### src/logic/cpu_pkg.sv
package cpu_pkg;

  localparam int word_width = 16;
  localparam int reg_count = 8;

  typedef logic [word_width-1:0] word_t;
  typedef logic [$clog2(reg_count)-1:0] reg_addr_t;

  // instruction field positions
  localparam int opcode_msb = 15;
  localparam int opcode_lsb = 13;
  localparam int op_msb = 12;
  localparam int op_lsb = 11;
  localparam int rn_msb = 10;
  localparam int rn_lsb = 8;
  localparam int rd_msb = 7;
  localparam int rd_lsb = 5;
  localparam int shift_msb = 4;
  localparam int shift_lsb = 3;
  localparam int rm_msb = 2;
  localparam int rm_lsb = 0;
  localparam int imm8_msb = 7;
  localparam int imm8_lsb = 0;

  typedef enum logic [2:0] {
    op_alu = 3'b101,
    op_mov = 3'b110
  } opcode_t;

  typedef enum logic [1:0] {
    alu_add = 2'b00,
    alu_sub = 2'b01,
    alu_and = 2'b10,
    alu_not = 2'b11
  } alu_op_t;

  // op field values under op_mov
  localparam logic [1:0] mov_reg_op = 2'b00;
  localparam logic [1:0] mov_imm_op = 2'b10;

  typedef enum logic [1:0] {
    sh_none        = 2'b00,
    sh_left        = 2'b01,  // zero fill
    sh_right_logic = 2'b10,
    sh_right_arith = 2'b11
  } shift_op_t;

  typedef enum logic [1:0] {
    sel_rm = 2'b00,
    sel_rd = 2'b01,
    sel_rn = 2'b10
  } reg_sel_t;

  typedef enum logic {
    wb_result = 1'b0,  // register C
    wb_imm    = 1'b1   // sign extended imm8
  } wb_sel_t;

endpackage
### src/logic/cpu_core.sv
`timescale 1ns/1ns

module cpu_core (
  input  logic           clk,
  input  logic           reset,
  input  cpu_pkg::word_t instr,
  input  logic           instr_valid,
  output logic           waiting,
  output cpu_pkg::word_t out,
  output logic           z,
  output logic           n,
  output logic           v
);
  import cpu_pkg::*;

  opcode_t   opcode;
  alu_op_t   alu_op;
  shift_op_t shift_op;
  word_t     imm8;
  reg_addr_t reg_addr;
  reg_sel_t  reg_sel;
  wb_sel_t   wb_sel;
  logic      load_ir;
  logic      w_en;
  logic      en_a;
  logic      en_b;
  logic      en_c;
  logic      en_status;
  logic      sel_a;

  instr_decoder i_instr_decoder (
    .clk      (clk),
    .instr    (instr),
    .load_ir  (load_ir),
    .reg_sel  (reg_sel),
    .opcode   (opcode),
    .alu_op   (alu_op),
    .shift_op (shift_op),
    .imm8     (imm8),
    .reg_addr (reg_addr)
  );

  sequencer i_sequencer (
    .clk         (clk),
    .reset       (reset),
    .instr_valid (instr_valid),
    .opcode      (opcode),
    .alu_op      (alu_op),
    .waiting     (waiting),
    .load_ir     (load_ir),
    .reg_sel     (reg_sel),
    .wb_sel      (wb_sel),
    .w_en        (w_en),
    .en_a        (en_a),
    .en_b        (en_b),
    .en_c        (en_c),
    .en_status   (en_status),
    .sel_a       (sel_a)
  );

  // mov register carries op field 00, so the ALU adds B to zero
  datapath i_datapath (
    .clk       (clk),
    .reset     (reset),
    .imm8      (imm8),
    .reg_addr  (reg_addr),
    .wb_sel    (wb_sel),
    .w_en      (w_en),
    .en_a      (en_a),
    .en_b      (en_b),
    .en_c      (en_c),
    .en_status (en_status),
    .sel_a     (sel_a),
    .shift_op  (shift_op),
    .alu_op    (alu_op),
    .out       (out),
    .z         (z),
    .n         (n),
    .v         (v)
  );

endmodule

### src/logic/datapath.sv
`timescale 1ns/1ns

module datapath (
  input  logic               clk,
  input  logic               reset,
  input  cpu_pkg::word_t     imm8,
  input  cpu_pkg::reg_addr_t reg_addr,
  input  cpu_pkg::wb_sel_t   wb_sel,
  input  logic               w_en,
  input  logic               en_a,
  input  logic               en_b,
  input  logic               en_c,
  input  logic               en_status,
  input  logic               sel_a,
  input  cpu_pkg::shift_op_t shift_op,
  input  cpu_pkg::alu_op_t   alu_op,
  output cpu_pkg::word_t     out,
  output logic               z,
  output logic               n,
  output logic               v
);
  import cpu_pkg::*;

  word_t      reg_a;
  word_t      reg_b;
  word_t      reg_c;
  logic [2:0] status;  // v n z
  word_t      r_data;
  word_t      w_data;
  word_t      b_shifted;
  word_t      alu_a;
  word_t      alu_result;
  logic       alu_z;
  logic       alu_n;
  logic       alu_v;

  assign w_data = (wb_sel == wb_imm) ? imm8 : reg_c;

  register_file i_register_file (
    .clk    (clk),
    .w_en   (w_en),
    .w_addr (reg_addr),
    .w_data (w_data),
    .r_addr (reg_addr),
    .r_data (r_data)
  );

  always_comb begin
    case (shift_op)
      sh_left:        b_shifted = {reg_b[word_width-2:0], 1'b0};
      sh_right_logic: b_shifted = {1'b0, reg_b[word_width-1:1]};
      sh_right_arith: b_shifted = {reg_b[word_width-1], reg_b[word_width-1:1]};
      default:        b_shifted = reg_b;
    endcase
  end

  assign alu_a = sel_a ? '0 : reg_a;  // zero for mov and mvn

  alu i_alu (
    .a      (alu_a),
    .b      (b_shifted),
    .alu_op (alu_op),
    .result (alu_result),
    .z      (alu_z),
    .n      (alu_n),
    .v      (alu_v)
  );

  always_ff @(posedge clk) begin
    if (en_a) reg_a <= r_data;
    if (en_b) reg_b <= r_data;
  end

  always_ff @(posedge clk) begin
    if (reset) begin
      reg_c  <= '0;
      status <= '0;
    end else begin
      if (en_c) reg_c <= alu_result;
      if (en_status) status <= {alu_v, alu_n, alu_z};
    end
  end

  assign out = reg_c;
  assign z   = status[0];
  assign n   = status[1];
  assign v   = status[2];

endmodule

### src/logic/alu.sv
`timescale 1ns/1ns

module alu (
  input  cpu_pkg::word_t   a,
  input  cpu_pkg::word_t   b,
  input  cpu_pkg::alu_op_t alu_op,
  output cpu_pkg::word_t   result,
  output logic             z,
  output logic             n,
  output logic             v
);
  import cpu_pkg::*;

  logic  subtract;
  word_t b_eff;
  word_t sum;
  logic  overflow;

  assign subtract = (alu_op == alu_sub);
  assign b_eff    = subtract ? ~b : b;  // two's complement with carry in
  assign sum      = a + b_eff + word_t'(subtract);

  // operand signs agree, result sign differs
  assign overflow = (a[word_width-1] == b_eff[word_width-1]) &&
                    (sum[word_width-1] != a[word_width-1]);

  always_comb begin
    case (alu_op)
      alu_and: result = a & b;
      alu_not: result = ~b;
      default: result = sum;
    endcase
  end

  assign z = (result == '0);
  assign n = result[word_width-1];
  assign v = (alu_op == alu_add || alu_op == alu_sub) ? overflow : 1'b0;

endmodule

### src/logic/register_file.sv
`timescale 1ns/1ns

module register_file (
  input  logic               clk,
  input  logic               w_en,
  input  cpu_pkg::reg_addr_t w_addr,
  input  cpu_pkg::word_t     w_data,
  input  cpu_pkg::reg_addr_t r_addr,
  output cpu_pkg::word_t     r_data
);
  import cpu_pkg::*;

  word_t regs [reg_count];

  always_ff @(posedge clk) begin
    if (w_en) regs[w_addr] <= w_data;
  end

  assign r_data = regs[r_addr];  // async read

endmodule

### src/logic/sequencer.sv
`timescale 1ns/1ns

module sequencer (
  input  logic              clk,
  input  logic              reset,
  input  logic              instr_valid,
  input  cpu_pkg::opcode_t  opcode,
  input  cpu_pkg::alu_op_t  alu_op,
  output logic              waiting,
  output logic              load_ir,
  output cpu_pkg::reg_sel_t reg_sel,
  output cpu_pkg::wb_sel_t  wb_sel,
  output logic              w_en,
  output logic              en_a,
  output logic              en_b,
  output logic              en_c,
  output logic              en_status,
  output logic              sel_a
);
  import cpu_pkg::*;

  typedef enum logic [3:0] {
    s_idle,
    s_dispatch,
    s_write_imm,     // mov imm, write Rn
    s_load_a,
    s_load_b,
    s_compute_zero,  // mov reg and mvn, A forced to zero
    s_compute,
    s_write_rd,
    s_status         // cmp, flags only
  } state_t;

  state_t state;
  state_t state_next;

  always_ff @(posedge clk) begin
    if (reset) begin
      state <= s_idle;
    end else begin
      state <= state_next;
    end
  end

  always_comb begin
    state_next = state;
    case (state)
      s_idle: begin
        if (instr_valid) state_next = s_dispatch;
      end
      s_dispatch: begin
        if (opcode == op_mov && alu_op == mov_imm_op) begin
          state_next = s_write_imm;
        end else if (opcode == op_mov && alu_op == mov_reg_op) begin
          state_next = s_load_b;
        end else if (opcode == op_alu && alu_op == alu_not) begin
          state_next = s_load_b;  // mvn needs only Rm
        end else if (opcode == op_alu) begin
          state_next = s_load_a;
        end else begin
          state_next = s_idle;  // unknown instruction, nothing changes
        end
      end
      s_load_a: state_next = s_load_b;
      s_load_b: begin
        if (opcode == op_alu && alu_op == alu_sub) begin
          state_next = s_status;
        end else if (opcode == op_mov || alu_op == alu_not) begin
          state_next = s_compute_zero;
        end else begin
          state_next = s_compute;
        end
      end
      s_compute_zero: state_next = s_write_rd;
      s_compute:      state_next = s_write_rd;
      default:        state_next = s_idle;  // write and status steps end here
    endcase
  end

  assign waiting = (state == s_idle);
  assign load_ir = (state == s_idle) && instr_valid;

  always_comb begin
    reg_sel   = sel_rm;
    wb_sel    = wb_result;
    w_en      = 1'b0;
    en_a      = 1'b0;
    en_b      = 1'b0;
    en_c      = 1'b0;
    en_status = 1'b0;
    sel_a     = 1'b0;
    case (state)
      s_write_imm: begin
        reg_sel = sel_rn;
        wb_sel  = wb_imm;
        w_en    = 1'b1;
      end
      s_load_a: begin
        reg_sel = sel_rn;
        en_a    = 1'b1;
      end
      s_load_b: begin
        reg_sel = sel_rm;
        en_b    = 1'b1;
      end
      s_compute_zero: begin
        sel_a = 1'b1;
        en_c  = 1'b1;
      end
      s_compute: en_c = 1'b1;
      s_write_rd: begin
        reg_sel = sel_rd;
        w_en    = 1'b1;  // C goes back to Rd
      end
      s_status: en_status = 1'b1;
      default: ;
    endcase
  end

endmodule

### src/logic/instr_decoder.sv
`timescale 1ns/1ns

module instr_decoder (
  input  logic               clk,
  input  cpu_pkg::word_t     instr,
  input  logic               load_ir,
  input  cpu_pkg::reg_sel_t  reg_sel,
  output cpu_pkg::opcode_t   opcode,
  output cpu_pkg::alu_op_t   alu_op,
  output cpu_pkg::shift_op_t shift_op,
  output cpu_pkg::word_t     imm8,
  output cpu_pkg::reg_addr_t reg_addr
);
  import cpu_pkg::*;

  word_t ir;

  always_ff @(posedge clk) begin
    if (load_ir) ir <= instr;  // held until the next accepted strobe
  end

  assign opcode   = opcode_t'(ir[opcode_msb:opcode_lsb]);
  assign alu_op   = alu_op_t'(ir[op_msb:op_lsb]);
  assign shift_op = shift_op_t'(ir[shift_msb:shift_lsb]);

  // sign extend the 8-bit immediate
  assign imm8 = {{(word_width - (imm8_msb - imm8_lsb + 1)){ir[imm8_msb]}},
                 ir[imm8_msb:imm8_lsb]};

  always_comb begin
    case (reg_sel)
      sel_rm:  reg_addr = ir[rm_msb:rm_lsb];
      sel_rd:  reg_addr = ir[rd_msb:rd_lsb];
      sel_rn:  reg_addr = ir[rn_msb:rn_lsb];
      default: reg_addr = '0;  // unused code points at r0
    endcase
  end

endmodule

### config.mk
export PLATFORM = sky130hd
export DESIGN_NAME = cpu_core
export DESIGN_NICKNAME = d
export VERILOG_FILES = /design/src/logic/cpu_pkg.sv /design/src/logic/cpu_core.sv /design/src/logic/datapath.sv /design/src/logic/alu.sv /design/src/logic/register_file.sv /design/src/logic/sequencer.sv /design/src/logic/instr_decoder.sv
export SDC_FILE = /design/constraint.sdc
export NUM_CORES = 1
export LEC_CHECK = 0
export BUFFER_PORTS_ARGS = -buffer_cell sky130_fd_sc_hd__buf_4
export CORE_MARGIN = 5
export CORE_UTILIZATION = 40
export DETAILED_ROUTE_END_ITERATION = 12
export GPL_ROUTABILITY_DRIVEN = 0
export PLACE_DENSITY = 0.55
export SLEW_MARGIN = 15
export SYNTH_ARGS = -nofsm -noshare
export SYNTH_HDL_FRONTEND = slang
export SYNTH_SLANG_ARGS = --single-unit
### constraint.sdc
create_clock -name clk -period 5.85 [get_ports clk]
set_input_delay 0.2925 -clock clk [delete_from_list [all_inputs] [get_ports clk]]
set_output_delay 0.2925 -clock clk [all_outputs]
set_load 0.02 [all_outputs]
==> impl_metrics.csv <==
group,metric,value,unit
cts,ctsResizeCount,0,
cts,cts_buffers,17,
logic_synthesis,synth_cells,947,
logic_synthesis,synth_area_leader_cell,"edfxtp_1",
logic_synthesis,synth_area,9870,um2
die,dieWidth,167,um
logic_synthesis,synth_flop_cell,"edfxtp_1",
power_and_ir_drop,power_density,282,nW/um2
logic_synthesis,ys_async_sr_fraction,0,%
layout,n_antenna_cell,0,
die,start_util,40.6,%
layout,finalNetCount,1001,
logic_synthesis,synth_top_area_share,53.6,%
sta,hold_ws,0.0230,ns
die,core_area,24300,um2
cts,clk_latency,0.45,ns
logic_synthesis,ys_types,73,
logic_synthesis,synth_seq_area_share,58.2,%
grt,overflow,0,
logic_synthesis,synth_edf_count,176,
sta,fin_crit_sh,76.1,%
logic_synthesis,synth.most_common_cell,"nand2_1",
sta,finalClockSkew,0.0165,ns
drt,vias,7230,
power_and_ir_drop,leakagePower,4.10,nW
power_and_ir_drop,p_total,3.16,mW
min_path,hold_path.class,"input pin to flip-flop",
cts,clkSlewWorstSetupHoldPaths,0.08,ns
drt,route.detailed.drc,0,
placement,dpl_cell_area,10600,um2
drt,dr.first_iter.drc_count,619,
critical_path,arrival,4.83,ns
cts,cts_tree,"built",
logic_synthesis,synth_nets,981,
drt,viasPerCell,5.54,
critical_path,crit_path_end_kind,"flip-flop",
die,die_h,167,um
sta,period_minus_slack,4.45,ns
die,fp.dieArea,27900,um2
min_path,hold_path_depth,1,
critical_path,cp_max_fo,23,
drt,wl_per_cell,19.8,um
critical_path,rrSetupSlack,1.40,ns
logic_synthesis,ys_warn_count,0,
layout,syn2layout_area_growth,13.5,%
cts,cts_root_buf,"clkbuf_16",
sta,worst_pin_slew,1.01,ns
sta,tns,0,ns
grt,grt_pass1_wl,40200,um
logic_synthesis,synthTopCellsByCount,"229 x nand2_1, 176 x edfxtp_1, 92 x nand3_1",
flow_run,max_cap_violations,0,
critical_path,worst-setup-path-type,"flip-flop to flip-flop",
sta,hold_viol_final,0,
sta,maxSlewViolCount,0,
sta,max_clock_freq,225,MHz
placement,place_hpwl,17500,um
drt,wirelength,25800,um
grt,grt_pass1_vias,6893,
critical_path,crit-reg2reg-capture,"i_datapath.status[0]",
sta,maxSlewHeadroom,32.7,%
cts,ctsHoldBuffers,0,
drt,firstDrtPassIters,5,
critical_path,start_kind,"flip-flop",
cts,cts_num_sinks,199,
grt,antenna_found_initial,0,
critical_path,required,6.23,ns
outcome,outcome,"complete, no violations",
sta,rsz0062_at_grt,"false",
logic_synthesis,syn_area_per_cell,10.4,um2
drt,final_antenna_net_count,0,
layout,drive_above_1_share,12.8,%
layout,final_area,11200,um2
grt,grt_max_degree,45,
critical_path,worstRegToRegCells,11,
sta,setup_violations,0,
min_path,holdPathEnd,"i_instr_decoder.ir[14]",
die,row_count,57,
critical_path,r2r-start,"i_sequencer.state[0]",
placement,port_buffers,38,
cts,cts_max_level,4,
min_path,hp-start,"instr[14]",
die,io_pins,39,
cts,postCtsSetupRepairBufs,0,
cts,clock_path_buffers,2,
logic_synthesis,synthTopCellsByArea,"edfxtp_1 54%, nand2_1 8.7%, dfxtp_1 4.7%",
logic_synthesis,ys_seq_elements,199,
grt,grt_use_total,18.6,%
power_and_ir_drop,ir_drop,0.166,mV
-- cells by family after synthesis --
family,share of synthesized area [%]
mux,3.32
fa+ha+maj,1.98
flops,58.2
buf+inv,2.60
compound gates,10.2
xor+xnor,2.13
simple gates,21.5
-- sequential cells by signal, indices dropped and copies added (netlist names) --
name	count
i_datapath.out	16
i_datapath.reg_a	16
i_datapath.status	3
i_instr_decoder.ir	16
i_datapath.i_register_file.regs	128
i_datapath.reg_b	16
i_sequencer.state	4
-- layer usage --
layer | vias to the layer above | share of wire [%] | track usage (%)
met2 | 171 | 48 | 30.3
met4 | 0 | 2.4 | 5.55
met5 | - | 0 | 0
met1 | 3540 | 46 | 25.7
li1 | 3477 | - | -
met3 | 42 | 4.1 | 2.84
-- worst max-delay path, cell delays in order, from the launching register on --
cell       delay (ns)
dfxtp_1          0.58
nand4bb_1        0.81
and2_1           0.50
ha_1             0.43
a21o_1           0.23
nor3_1           0.08
a31oi_1          0.44
a21o_1           0.26
mux2i_1          0.23
o221ai_2         0.16
or4_1            0.55
o21ai_1          0.12
-- cell type report --
type                    count  area [um2]
repair buffers             60         450
clock inverters            15         193
multi-input cells         682        3950
flip-flops and latches    199        5750
clock buffers              17         425
well taps                 324         405
inverters                   7        26.3
fillers                  2248       13100
-- how the worst max path moves through the flow --
stage                                     from                                     to  slack [ns]  cells past startpoint
after floorplan           i_sequencer.state[1]  i_datapath.i_register_file.regs[0][0]        2.01                      7
after CTS                 i_sequencer.state[0]                   i_datapath.status[0]        1.38                     11
after global routing      i_sequencer.state[0]                   i_datapath.status[0]        1.07                     12
after detailed placement  i_sequencer.state[0]                   i_datapath.status[0]        1.42                     11
final                     i_sequencer.state[0]                   i_datapath.status[0]        1.40                     11
after global placement    i_sequencer.state[0]                   i_datapath.status[0]        1.53                     11
-- per-stage QoR --
stage,utilization [%],setup WS [ns],instances
finish,46.0,1.40,1304
global route,46.0,1.07,1304
CTS,46.0,1.38,1304
detailed placement,43.5,1.42,1272
global placement,43.5,1.53,1272
floorplan,-,2.01,947
-- cell usage in the layout, fill, tap and decap left out, types with 4 or more instances in the layout --
master,netlist,final
a211o_1,5,5
a211oi_1,9,9
a21o_1,4,4
a21oi_1,29,29
a31oi_1,8,8
and2_1,20,20
buf_4,0,60
clkbuf_16,0,17
clkinv_8,0,5
dfxtp_1,23,23
edfxtp_1,176,176
ha_1,14,14
inv_1,6,6
mux2_2,6,6
mux2i_1,26,26
nand2_1,229,229
nand2b_1,6,6
nand3_1,92,92
nand4_1,5,5
nor2_1,52,52
nor2b_1,8,8
nor3_1,19,12
nor3_2,0,7
nor3b_1,5,5
o211ai_1,7,7
o21a_1,6,6
o21ai_0,40,40
xnor2_1,17,17
xor2_1,7,7
-- power by group --
part           switching, mW  internal [mW]  leakage [nW]
sequential            0.0178           1.55          1.81
combinational          0.247          0.143          1.99
clock                  0.611          0.589         0.300
Note: power is estimated with default switching activity, not from simulation.
